<file path="src/verilog/ans_macros.svh">
/*
 * widths shared by the noise shaped pwm design
 *   fraction and integer level widths
 *   sample fifo depth
 *   pwm frame length in clock cycles
 */
`ifndef ANS_MACROS_SVH
`define ANS_MACROS_SVH

// fractional part of the target, one accumulator per stage
`define ANS_FRAC_BITS 24

// integer part of the target and pwm level
`define ANS_INT_BITS 8

// entries between shaper and pwm
`define ANS_FIFO_DEPTH 4

// one cycle per level step
`define ANS_FRAME_LEN (1 << `ANS_INT_BITS)

`endif

</file>
<file path="src/verilog/ans_pkg.sv">
/*
 * types shared by the rtl and the testbench
 *   target, fraction, level and frame count words
 *   signed carry correction
 *   handshake fsm states
 */
`default_nettype none
`include "ans_macros.svh"

package ans_pkg;

  // integer part sits above the fraction
  typedef logic [`ANS_INT_BITS+`ANS_FRAC_BITS-1:0] target_t;

  // accumulator and residue word
  typedef logic [`ANS_FRAC_BITS-1:0] frac_t;

  typedef logic [`ANS_INT_BITS-1:0] level_t;

  // sum of differentiated carries, -7 .. +8
  typedef logic signed [4:0] corr_t;

  typedef logic [`ANS_INT_BITS-1:0] frame_cnt_t;

  // four phase req/ack sequencing
  typedef enum logic [1:0] {IDLE, REQ, WAIT_DROP} hs_state_t;

endpackage

`default_nettype wire

</file>
<file path="src/verilog/mash_stage.sv">
/*
 * first order accumulator of the mash cascade
 *   overflow of the add is the stage carry
 *   updated sum feeds the next stage
 */
`timescale 1ns/1ps
`default_nettype none
`include "ans_macros.svh"

module mash_stage import ans_pkg::*; (
  input  logic  clk,
  input  logic  reset_i,
  input  logic  step_i,
  input  frac_t in_i,
  output logic  carry_o,
  output frac_t residue_o
);

  frac_t acc;
  // one extra bit holds the overflow
  logic [`ANS_FRAC_BITS:0] sum;

  assign sum       = {1'b0, acc} + {1'b0, in_i};
  assign carry_o   = sum[`ANS_FRAC_BITS];
  // next stage adds the new value within the same step
  assign residue_o = sum[`ANS_FRAC_BITS-1:0];

  always_ff @(posedge clk) begin
    if (reset_i) begin
      acc <= '0;
    end else if (step_i) begin
      acc <= residue_o;
    end
  end

endmodule

`default_nettype wire

</file>
<file path="src/verilog/noise_shaper.sv">
/*
 * fourth order mash 1-1-1-1 noise shaper
 *   four accumulator stages on the target fraction
 *   registered carry differentiators and alignment delays
 *   correction sum with saturation to the level range
 *   four phase req/ack source, one cascade step per transfer
 */
`timescale 1ns/1ps
`default_nettype none
`include "ans_macros.svh"

module noise_shaper import ans_pkg::*; (
  input  logic    clk,
  input  logic    reset_i,
  input  target_t target_i,
  output logic    req_o,
  input  logic    ack_i,
  output level_t  level_o
);

  localparam int NSTAGE = 4;
  // every contribution passes three step registers
  localparam int NDLY   = NSTAGE - 1;
  localparam int SUM_W  = `ANS_INT_BITS + 2;

  hs_state_t               state;
  logic                    step;
  target_t                 target_q;
  frac_t                   stage_in [NSTAGE];
  logic [NSTAGE-1:0]       carry;
  corr_t                   tap [NSTAGE][NDLY];
  corr_t                   pipe [NSTAGE][NDLY];
  corr_t                   prev [NSTAGE*(NSTAGE-1)/2];
  level_t                  int_dly [NDLY];
  corr_t                   corr;
  logic signed [SUM_W-1:0] lvl_sum;
  level_t                  lvl_sat;

  // slot of the held input for difference j of stage k
  function automatic int prev_idx(int k, int j);
    return k * (k - 1) / 2 + j;
  endfunction

  // cascade advances only while idle
  assign step        = (state == IDLE);
  assign stage_in[0] = target_q[`ANS_FRAC_BITS-1:0];

  for (genvar k = 0; k < NSTAGE; k++) begin : g_stage
    if (k < NSTAGE - 1) begin : g_mid
      mash_stage u_stage (
        .clk       (clk),
        .reset_i   (reset_i),
        .step_i    (step),
        .in_i      (stage_in[k]),
        .carry_o   (carry[k]),
        .residue_o (stage_in[k+1])
      );
    end else begin : g_last
      // last residue has no consumer
      mash_stage u_stage (
        .clk       (clk),
        .reset_i   (reset_i),
        .step_i    (step),
        .in_i      (stage_in[k]),
        .carry_o   (carry[k]),
        .residue_o ()
      );
    end
  end

  // input of each pipe register
  always_comb begin
    for (int k = 0; k < NSTAGE; k++) begin
      tap[k][0] = corr_t'(carry[k]);
      for (int j = 1; j < NDLY; j++) begin
        tap[k][j] = pipe[k][j-1];
      end
    end
  end

  // stage k takes k differences first, plain delays after
  always_ff @(posedge clk) begin
    if (reset_i) begin
      pipe    <= '{default: '0};
      prev    <= '{default: '0};
      int_dly <= '{default: '0};
    end else if (step) begin
      for (int k = 0; k < NSTAGE; k++) begin
        for (int j = 0; j < NDLY; j++) begin
          if (j < k) begin
            pipe[k][j]           <= tap[k][j] - prev[prev_idx(k, j)];
            prev[prev_idx(k, j)] <= tap[k][j];
          end else begin
            pipe[k][j] <= tap[k][j];
          end
        end
      end
      // integer part follows the same three steps
      int_dly[0] <= target_q[`ANS_INT_BITS+`ANS_FRAC_BITS-1:`ANS_FRAC_BITS];
      for (int j = 1; j < NDLY; j++) begin
        int_dly[j] <= int_dly[j-1];
      end
    end
  end

  always_comb begin
    corr = '0;
    for (int k = 0; k < NSTAGE; k++) begin
      corr = corr + pipe[k][NDLY-1];
    end
    lvl_sum = $signed({2'b00, int_dly[NDLY-1]}) + SUM_W'(corr);
    // top bit is the sign, next one flags above 255
    if (lvl_sum[SUM_W-1]) begin
      lvl_sat = '0;
    end else if (lvl_sum[SUM_W-2]) begin
      lvl_sat = '1;
    end else begin
      lvl_sat = lvl_sum[`ANS_INT_BITS-1:0];
    end
  end

  always_ff @(posedge clk) begin
    if (reset_i) begin
      state    <= IDLE;
      req_o    <= 1'b0;
      target_q <= '0;
      level_o  <= '0;
    end else begin
      case (state)
        IDLE: begin
          // step cycle, level taken from the settled pipe
          target_q <= target_i;
          level_o  <= lvl_sat;
          state    <= REQ;
        end
        REQ: begin
          // level is stable one cycle before req rises
          if (!req_o) begin
            req_o <= 1'b1;
          end else if (ack_i) begin
            req_o <= 1'b0;
            state <= WAIT_DROP;
          end
        end
        WAIT_DROP: begin
          if (!ack_i) begin
            state <= IDLE;
          end
        end
        default: state <= IDLE;
      endcase
    end
  end

endmodule

`default_nettype wire

</file>
<file path="src/verilog/sample_fifo.sv">
/*
 * small level fifo between shaper and pwm
 *   circular buffer with read and write pointers and a count
 *   four phase req/ack sink on the write side
 *   four phase req/ack source on the read side
 */
`timescale 1ns/1ps
`default_nettype none
`include "ans_macros.svh"

module sample_fifo import ans_pkg::*; (
  input  logic   clk,
  input  logic   reset_i,
  input  logic   wr_req_i,
  output logic   wr_ack_o,
  input  level_t wr_level_i,
  input  logic   rd_req_i,
  output logic   rd_ack_o,
  output level_t rd_level_o
);

  localparam int               PTR_W    = $clog2(`ANS_FIFO_DEPTH);
  localparam logic [PTR_W:0]   FULL_CNT = (PTR_W + 1)'(`ANS_FIFO_DEPTH);
  localparam logic [PTR_W-1:0] LAST_PTR = PTR_W'(`ANS_FIFO_DEPTH - 1);

  level_t           mem [`ANS_FIFO_DEPTH];
  logic [PTR_W-1:0] wr_ptr;
  logic [PTR_W-1:0] rd_ptr;
  logic [PTR_W:0]   count;
  logic             wr_take;
  logic             rd_give;
  logic             push;
  logic             pop;

  // ack rises only with room or data
  assign wr_take = wr_req_i && !wr_ack_o && (count != FULL_CNT);
  assign rd_give = rd_req_i && !rd_ack_o && (count != '0);
  // pointers and count move when ack drops
  assign push    = wr_ack_o && !wr_req_i;
  assign pop     = rd_ack_o && !rd_req_i;

  // storage written as the write ack rises
  always_ff @(posedge clk) begin
    if (wr_take) begin
      mem[wr_ptr] <= wr_level_i;
    end
  end

  always_ff @(posedge clk) begin
    if (reset_i) begin
      wr_ack_o   <= 1'b0;
      rd_ack_o   <= 1'b0;
      rd_level_o <= '0;
      wr_ptr     <= '0;
      rd_ptr     <= '0;
      count      <= '0;
    end else begin
      // write side
      if (wr_take) begin
        wr_ack_o <= 1'b1;
      end else if (push) begin
        wr_ack_o <= 1'b0;
        wr_ptr   <= (wr_ptr == LAST_PTR) ? '0 : wr_ptr + 1'b1;
      end
      // read side, head held on the output with the ack
      if (rd_give) begin
        rd_level_o <= mem[rd_ptr];
        rd_ack_o   <= 1'b1;
      end else if (pop) begin
        rd_ack_o <= 1'b0;
        rd_ptr   <= (rd_ptr == LAST_PTR) ? '0 : rd_ptr + 1'b1;
      end
      case ({push, pop})
        2'b10:   count <= count + 1'b1;
        2'b01:   count <= count - 1'b1;
        default: count <= count;
      endcase
    end
  end

endmodule

`default_nettype wire

</file>
<file path="src/verilog/pwm_generator.sv">
/*
 * pwm output stage
 *   frame counter and frame marker
 *   level prefetch over a four phase req/ack sink
 *   registered comparator, level held on fifo underflow
 */
`timescale 1ns/1ps
`default_nettype none
`include "ans_macros.svh"

module pwm_generator import ans_pkg::*; (
  input  logic   clk,
  input  logic   reset_i,
  output logic   req_o,
  input  logic   ack_i,
  input  level_t level_i,
  output logic   pwm_o,
  output logic   frame_o
);

  localparam frame_cnt_t LAST_CNT = frame_cnt_t'(`ANS_FRAME_LEN - 1);

  hs_state_t  state;
  frame_cnt_t cnt;
  frame_cnt_t cnt_nxt;
  level_t     prefetch;
  logic       got;
  level_t     active;
  level_t     active_nxt;
  logic       capture;
  logic       frame_end;

  assign frame_o   = (cnt == '0);
  assign frame_end = (cnt == LAST_CNT);
  assign capture   = (state == REQ) && ack_i;
  assign cnt_nxt   = frame_end ? '0 : cnt + 1'b1;

  // new level at frame start, old one kept if nothing arrived
  always_comb begin
    active_nxt = active;
    if (frame_end) begin
      if (capture) begin
        active_nxt = level_i;
      end else if (got) begin
        active_nxt = prefetch;
      end
    end
  end

  always_ff @(posedge clk) begin
    if (capture) begin
      prefetch <= level_i;
    end
  end

  always_ff @(posedge clk) begin
    if (reset_i) begin
      state  <= IDLE;
      req_o  <= 1'b0;
      got    <= 1'b0;
      cnt    <= '0;
      active <= '0;
      pwm_o  <= 1'b0;
    end else begin
      cnt    <= cnt_nxt;
      active <= active_nxt;
      // high for the first active cycles of the frame
      pwm_o  <= (cnt_nxt < active_nxt);
      case (state)
        IDLE: begin
          // fetch for the next frame right after this one starts
          if (frame_o) begin
            req_o <= 1'b1;
            state <= REQ;
          end
        end
        REQ: begin
          if (capture) begin
            req_o <= 1'b0;
            got   <= 1'b1;
            state <= WAIT_DROP;
          end
        end
        WAIT_DROP: begin
          if (!ack_i) begin
            state <= IDLE;
          end
        end
        default: state <= IDLE;
      endcase
      // boundary uses up the prefetched level
      if (frame_end) begin
        got <= 1'b0;
      end
    end
  end

endmodule

`default_nettype wire

</file>
<file path="src/verilog/ans_pwm_top.sv">
/*
 * top level of the noise shaped pwm
 *   shaper, level fifo and pwm stage on one clock
 */
`timescale 1ns/1ps
`default_nettype none

module ans_pwm_top import ans_pkg::*; (
  input  logic    clk,
  input  logic    reset_i,
  input  target_t target_i,
  output logic    pwm_o,
  output logic    frame_o
);

  // shaper to fifo
  logic   prod_req;
  logic   prod_ack;
  level_t prod_level;
  // fifo to pwm
  logic   cons_req;
  logic   cons_ack;
  level_t cons_level;

  noise_shaper u_shaper (
    .clk      (clk),
    .reset_i  (reset_i),
    .target_i (target_i),
    .req_o    (prod_req),
    .ack_i    (prod_ack),
    .level_o  (prod_level)
  );

  sample_fifo u_fifo (
    .clk        (clk),
    .reset_i    (reset_i),
    .wr_req_i   (prod_req),
    .wr_ack_o   (prod_ack),
    .wr_level_i (prod_level),
    .rd_req_i   (cons_req),
    .rd_ack_o   (cons_ack),
    .rd_level_o (cons_level)
  );

  pwm_generator u_pwm (
    .clk     (clk),
    .reset_i (reset_i),
    .req_o   (cons_req),
    .ack_i   (cons_ack),
    .level_i (cons_level),
    .pwm_o   (pwm_o),
    .frame_o (frame_o)
  );

endmodule

`default_nettype wire

</file>
<file path="config.mk">
export PLATFORM = sky130hd
export DESIGN_NAME = ans_pwm_top
export DESIGN_NICKNAME = d
export VERILOG_FILES = /design/src/verilog/ans_pkg.sv /design/src/verilog/mash_stage.sv /design/src/verilog/noise_shaper.sv /design/src/verilog/sample_fifo.sv /design/src/verilog/pwm_generator.sv /design/src/verilog/ans_pwm_top.sv
export VERILOG_INCLUDE_DIRS = /design/src /design/src/verilog
export SDC_FILE = /design/constraint.sdc
export NUM_CORES = 1
export LEC_CHECK = 0
export BUFFER_PORTS_ARGS = -buffer_cell sky130_fd_sc_hd__buf_4
export CAP_MARGIN = 30
export CORE_MARGIN = 3
export CORE_UTILIZATION = 55
export DETAILED_ROUTE_END_ITERATION = 12
export PLACE_DENSITY = 0.71
export SLEW_MARGIN = 10
export SYNTH_ARGS = -nofsm -noshare
export SYNTH_HDL_FRONTEND = slang
export SYNTH_SLANG_ARGS = --single-unit
export TNS_END_PERCENT = 30
</file>
<file path="constraint.sdc">
create_clock -name clk -period 11.95 [get_ports clk]
set_input_delay 1.195 -clock clk [delete_from_list [all_inputs] [get_ports clk]]
set_output_delay 1.195 -clock clk [all_outputs]
set_load 0.1 [all_outputs]
</file>
**Word level (Yosys, flattened, before mapping)**

Memory sizes are Yosys's and may differ from the RTL's. A register that Yosys moved wholly into a read port is not among the register bits.
Cells that the tools add are included.

- Add/sub/neg operators: 19
- $mul: 0
- Div/mod/pow operators: 0
- Order comparisons: 1
- Equal/unequal tests: 16
- Shifts and indexed selects: 0
- Muxes and demuxes: 28
- Bitwise operators: 2
- Reductions and logical operators: 26

Operators with widths:

| operator | count |
|---|---|
| 24-bit by 24-bit adder with 25-bit output | 4 |
| 8-bit 2-to-1 mux | 6 |
| 2-bit 2-to-1 mux | 8 |
| 5-bit subtractor | 3 |
| 2-bit case mux with 3 select lines | 2 |
| 5-bit adder | 2 |
| 9-bit by 5-bit adder with 10-bit output | 1 |
| 2-bit == test (second input constant) | 5 |
| 1-bit 2-to-1 mux | 10 |
| 3-bit AND reduction | 3 |
| 8-bit by 1-bit adder with 8-bit output (second input constant) | 1 |
| 8-bit == test (second input constant) | 1 |
| 8-bit logical NOT | 1 |
| 8-bit < comparator | 1 |
| 2-bit nonzero test | 4 |
| 1-bit logical AND | 7 |
| 2-bit by 1-bit == test with 1-bit output (second input constant) | 3 |
| 2-bit by 1-bit inequality test with 1-bit output (second input constant) | 3 |
| 2-bit inequality test (second input constant) | 3 |
| 3-bit case mux with 2 select lines | 1 |
| 2-bit AND reduction | 3 |
| 1-bit by 1-bit subtractor with 2-bit output | 3 |
| 2-bit by 5-bit adder with 5-bit output | 1 |
| 2-bit by 1-bit adder with 2-bit output (second input constant) | 2 |
| other kinds (9) | 14 |

- Register bits after elaboration: 267
- Latch bits: 0
- RAM bits: 32
- Memory bits (read-only): 0
- Bits of input ports: 34
- Output and inout port bits: 2
- Logic and storage cells: 134
- Memories kept: 1

Memory list:

| memory | words | bits a word | read ports | clocked after memory_dff | wr ports | line | text |
|---|---|---|---|---|---|---|---|
| u_fifo.mem | 4 | 8 | 1 | 1 | 1 | sample_fifo.sv:26 | `` level_t mem [`ANS_FIFO_DEPTH]; `` |

**Depth between registers and ports, before layout**

- Depth in word-level cells: 6
- Gate-level depth with buffers: 33
- Mapped depth without buffers: 32

**Cells and area by module**

From an unflattened synthesis, not the netlist that was laid out.

- Cell total of the unflattened synthesis: 1,998
- Area, all modules: 17,367.9 um^2

By module, submodules not included:

| module | instances | cells an instance | area an instance (um^2) | sequential area each (um^2) |
|---|---|---|---|---|
| mash_stage (u_shaper.g_stage[1].g_mid.u_stage ...) | 3 | 298 | 2,353.5 | 480.5 |
| noise_shaper | 1 | 558 | 4,653.2 | 2,162.1 |
| mash_stage (u_shaper.g_stage[0].g_mid.u_stage) | 1 | 300 | 2,301.0 | 480.5 |
| sample_fifo | 1 | 119 | 1,953.1 | 1,301.2 |
| pwm_generator | 1 | 127 | 1,400.1 | 660.6 |

**Worst setup path before layout**

Ideal clock, no wire load.

- Kind: flip-flop to flip-flop
- Start point: register u_shaper.target_q[0]
- End point: register u_shaper.g_stage[3].g_last.u_stage.acc[23]
- Setup time: 0.124 ns
- Arrival: 6.370 ns
- Data required time: 11.826 ns
- Setup slack: 5.456 ns
- Cell stages (with the launch flop): 31
- Buffers on the path: 2
- Clock period less this slack: 6.494 ns
- Path through: dfxtp_1 > ha_1 > fa_1 > a211oi_1 > nor3b_1 > or4b_4 > a41oi_2 > xnor2_1 > ha_1 > clkbuf_1 > or3_1 > o221ai_1 > o31ai_4 > a31oi_1 > xnor2_1 > ha_1 > clkbuf_1 > nand2_1 > nor2_1 > nand3_1 > a21oi_1 > nor2b_1 > xnor2_1 > ha_1 > and2_1 > a2111oi_0 > nor2_1 > a31o_2 > a31oi_1 > xor2_1 > o21ai_0

- Word-level cells in the longest chain between the ends: 4

Ends and longest elaborated chain:

| element | line | text |
|---|---|---|
| start, declared | noise_shaper.sv:28 | `target_t target_q;` |
| start signal, assigned | noise_shaper.sv:132 | `target_q <= target_i;` |
| 24-bit by 24-bit adder with 25-bit output | mash_stage.sv:23 | `assign sum = {1'b0, acc} + {1'b0, in_i};` |
| named net u_shaper.g_stage[0].g_mid.u_stage.residue_o[14] | mash_stage.sv:16 | `output frac_t residue_o` |
| 24-bit by 24-bit adder with 25-bit output | mash_stage.sv:23 |  |
| named net u_shaper.g_stage[1].g_mid.u_stage.residue_o[18] | mash_stage.sv:16 |  |
| 24-bit by 24-bit adder with 25-bit output | mash_stage.sv:23 |  |
| named net u_shaper.g_stage[2].g_mid.u_stage.residue_o[20] | mash_stage.sv:16 |  |
| 24-bit by 24-bit adder with 25-bit output | mash_stage.sv:23 |  |
| end signal, assigned | mash_stage.sv:32 | `acc <= residue_o;` |
| end, declared | mash_stage.sv:19 | `frac_t acc;` |

The timed path passes the listed nets, and every way through them passes these cells.
A chain may end at the register's enable or synchronous reset.

**Worst setup path in the final report**

- Start point: register u_shaper.target_q[0]
- End point: register u_shaper.pipe[10] (netlist name)

- Word-level cells in the longest chain between the ends: 5

Ends and longest elaborated chain:

| element | line | text |
|---|---|---|
| 24-bit by 24-bit adder with 25-bit output | mash_stage.sv:23 |  |
| named net u_shaper.g_stage[0].g_mid.u_stage.residue_o[8] | mash_stage.sv:16 |  |
| 24-bit by 24-bit adder with 25-bit output | mash_stage.sv:23 |  |
| named net u_shaper.g_stage[1].g_mid.u_stage.residue_o[15] | mash_stage.sv:16 |  |
| 24-bit by 24-bit adder with 25-bit output | mash_stage.sv:23 |  |
| named net u_shaper.g_stage[2].g_mid.u_stage.residue_o[19] | mash_stage.sv:16 |  |
| 24-bit by 24-bit adder with 25-bit output | mash_stage.sv:23 |  |
| 1-bit by 1-bit subtractor with 2-bit output | noise_shaper.sv:91 | `pipe[k][j] <= tap[k][j] - prev[prev_idx(k, j)];` |
| end signal, assigned by index | noise_shaper.sv:91 |  |
| end signal, assigned by index | noise_shaper.sv:94 | `pipe[k][j] <= tap[k][j];` |
| end, declared | noise_shaper.sv:32 | `corr_t pipe [NSTAGE][NDLY];` |

The timed path passes the listed nets, and every way through them passes these cells.

==> results.sh <==
export IMPL_startpoint_type="flop"
export IMPL_synth_nets=2129
export IMPL_cp_slowest_stage_delay_ns=0.49
export IMPL_drt_pre_antenna_iters=5
export IMPL_finalMaxSlewViolations=0
export IMPL_final_antenna_net_count=0
export IMPL_yosysTopAreaCellShare_pct=29.31
export IMPL_n_antenna_cell=0
export IMPL_fillers=2594
export IMPL_multi_input_area_sq_mm=0.009957
export IMPL_hold_viol_final=0
export IMPL_synth_top_cell_by_area="dfxtp_1"
export IMPL_cts_sinks=282
export IMPL_vias_per_cell=5.790
export IMPL_crit_fanout=7
export IMPL_tritoncts="built"
export IMPL_first_global_vias=12686
export IMPL_slowest_stage="fa_1"
export IMPL_cts_root_buf="clkbuf_16"
export IMPL_drive_gt1_share_pct=6.684
export IMPL_synthCells=1934
export IMPL_synth_edf_count=40
export IMPL_p_comb_share_pct=37.3
export IMPL_grt_max_degree=106
export IMPL_hp_class="reg -> reg"
export IMPL_fp_dieH_microns=179.3
export IMPL_grt_pass1_wl_mm=60.41
export IMPL_synth_seq_cells=282
export IMPL_dr_max_layer_used="met4"
export IMPL_maxCapViolations=0
export IMPL_worstSetupPathType="reg -> reg"
export IMPL_regArea_sq_mm=0.006046
export IMPL_worstMarginPinSlew_ns=0.8970
export IMPL_power_density_mw_per_mm2=185.7
export IMPL_h_tree_depth=1
export IMPL_p_int_uw=2165
export IMPL_p_seq_share_pct=33.8
export IMPL_rows=62
export IMPL_max_clock_freq_mhz=138.1
export IMPL_post_route_worst_setup_slack_ns=4.710
export IMPL_num_vias=13484
export IMPL_fin_nets=2115
export IMPL_critPathCaptureType="flop"
export IMPL_switchingPower_uw=1197
export IMPL_yosys_top_cells_count="343 x nand2_1, 255 x a21oi_1, 242 x dfxtp_1"
export IMPL_dp_worst_setup_slack_ns=4.816
export IMPL_wl_met1_mm=16.63
export IMPL_globalplace_congestion=0.8558
export IMPL_worstPathRequired_ns=12.41
export IMPL_setup_viol=0
export IMPL_drc_errors=0
export IMPL_switching_share_pct=35.60
export IMPL_clk_transition_reported_paths_ns=0.06
export IMPL_power_leakage_uw=0.007512
export IMPL_ys_seq_area_share_pct=36.58
export IMPL_grt_overflow=0
export IMPL_initial_core_util_pct=56.66
export IMPL_postCtsHoldBufs=0
export IMPL_crit_arrival_ns=7.70
export IMPL_fin_crit_ns=7.240
export IMPL_synthArstFlopShare_pct=0
export IMPL_synth_cell_types=81
export IMPL_reg2reg_slack_ns=4.71
export IMPL_outcome="finished clean"
export IMPL_totalWireLength_mm=36.26
export IMPL_synth_ff_type="dfxtp_1"
export IMPL_synth_area_leaders="dfxtp_1 29%, ha_1 11%, nand2_1 7.8%"
export IMPL_syn_cell_area_sq_mm=0.01653
export IMPL_setup_tns_final_ns=0
export IMPL_synthMostInstantiatedCell="nand2_1"
export IMPL_cts_buffers=31
export IMPL_yosysWarnings=0
export IMPL_skew_ns=0.02507
export IMPL_place_hpwl_mm=25.11
export IMPL_drtIter0Drc=786
export IMPL_numPortBuffers=35
export IMPL_die_w_microns=179.3
export IMPL_fin_cells=2329
export IMPL_areaGrowthSynthToFinish_pct=9.577
export IMPL_core_area_sq_mm=0.02917
export IMPL_post_cts_buffers=0
export IMPL_wl_met2_mm=17.54
export IMPL_pwr_share_clk_pct=28.9
export IMPL_wl_met3_mm=1.071
export IMPL_fin_crit_sh_pct=60.59
export IMPL_syn_avg_cell_area_sq_um=8.546
export IMPL_post_cts_resized=0
export IMPL_track_usage_pct=22.29
export IMPL_antenna_found_initial=0
export IMPL_wire_per_inst_microns=15.57
export IMPL_dieArea_sq_mm=0.03216
export IMPL_clkLatencyLatePin_ns=0.57
export IMPL_clk_path_buf_depth=3
export IMPL_rsz0062_at_grt="false"
export IMPL_ir_drop_mv=0.1345
export IMPL_placed_cells=2269
export IMPL_timing_slew_headroom_pct=39.80
export IMPL_num_io_pins=36
## area by class of cell
type	count	area share (%)
inverters	47	0.9742
repair buffers	46	2.169
flip-flops and latches	282	33.38
clock buffers	50	5.230
clock inverters	8	0.6080
multi-input cells	1512	54.98
well taps	384	2.653
## state kept, by name, indices dropped and copies added (netlist names), 3 cells and up
signal and count:
u_fifo.mem 32, u_shaper.g_stage.g_last.u_stage.acc 24, u_fifo.count 3, u_pwm.prefetch 8, u_shaper.pipe 30, u_shaper.int_dly 24
u_pwm.active 8, u_shaper.target_q 32, u_pwm.cnt 8, u_shaper.level_o 8, u_shaper.g_stage.g_mid.u_stage.acc 72, u_shaper.prev 11
u_fifo.rd_level_o 8
## placed cells by master, fill, tap and decap left out, drive strengths merged, types with 6 or more instances in the layout
cell type / instances
o211ai: 25
or3: 15
a21oi: 255
dfxtp: 242
a31oi: 19
nor4: 8
nand4: 11
a21o: 53
mux4: 8
nor2b: 17
mux2i: 18
and3: 23
o21a: 10
a211o: 7
o21bai: 19
nor2: 117
a21boi: 6
o31ai: 13
nor3: 26
nand2b: 8
o21ai: 63
edfxtp: 40
nand2: 343
a311o: 6
and2: 24
ha: 142
fa: 19
clkbuf: 50
and4: 8
a211oi: 31
or2: 6
xor2: 35
nand3: 40
xnor2: 60
a311oi: 6
buf: 46
inv: 48
## stage by stage
stage	utilization (%)	instance area (sq um)	total power (uW)	hold WS, ns
floorplan	-	16530	2133	0.4287
global placement	58.24	16990	2373	0.4371
detailed placement	58.27	17000	2400	0.4435
CTS	61.90	18050	3382	0.4523
global route	62.09	18110	3592	0.4617
finish	62.09	18110	3362	0.4490
## layer usage
layer / track usage (%) / vias to the layer above
li1: - / 6908
met1: 29.49 / 6318
met2: 38.79 / 199
met3: 2.423 / 59
met4: 6.186 / 0
met5: 0 / -
## critical path, delay by kind of cell, from the launching register on
kind            cells  cell delay (ns)
fa+ha+maj           6             2.01
xor+xnor            3             0.57
compound gates     17             3.73
flops               1             0.31
simple gates        3             0.52
## kinds of logic (layout without fill, tap and decap cells)
| kind of cell | count (synthesis) | in the layout | share of synthesized area [%] |
|---|---|---|---|
| muxes | 26 | 26 | 2.180 |
| AOI/OAI and AO/OA | 564 | 564 | 21.78 |
| DFF | 282 | 282 | 36.58 |
| adders and majority gates | 161 | 161 | 13.05 |
| xor gates and xnor gates | 95 | 95 | 5.034 |
| and+or+nand+nor | 666 | 666 | 18.14 |
| buffers and inverters | 140 | 151 | 3.233 |
## final timing paths
path | from | endpoint | depth (start not counted)
max reg2reg | u_shaper.target_q[0] | u_shaper.pipe[10] | 29
max | u_shaper.target_q[0] | u_shaper.pipe[10] | 29
min | u_shaper.int_dly[21] | u_shaper.int_dly[13] | 2
min reg2reg | u_shaper.int_dly[21] | u_shaper.int_dly[13] | 2
## power by group through the flow
stage	Sequential [uW]	Combinational (uW)	Clock (uW)
5_1_grt	1150	1410	1030
2_1_floorplan	1140	994	0
4_1_cts	1140	1250	995
6_report	1140	1260	971
3_5_place_dp	1160	1240	0
3_3_place_gp	1150	1220	0
Power figures use the tool's default switching activity.
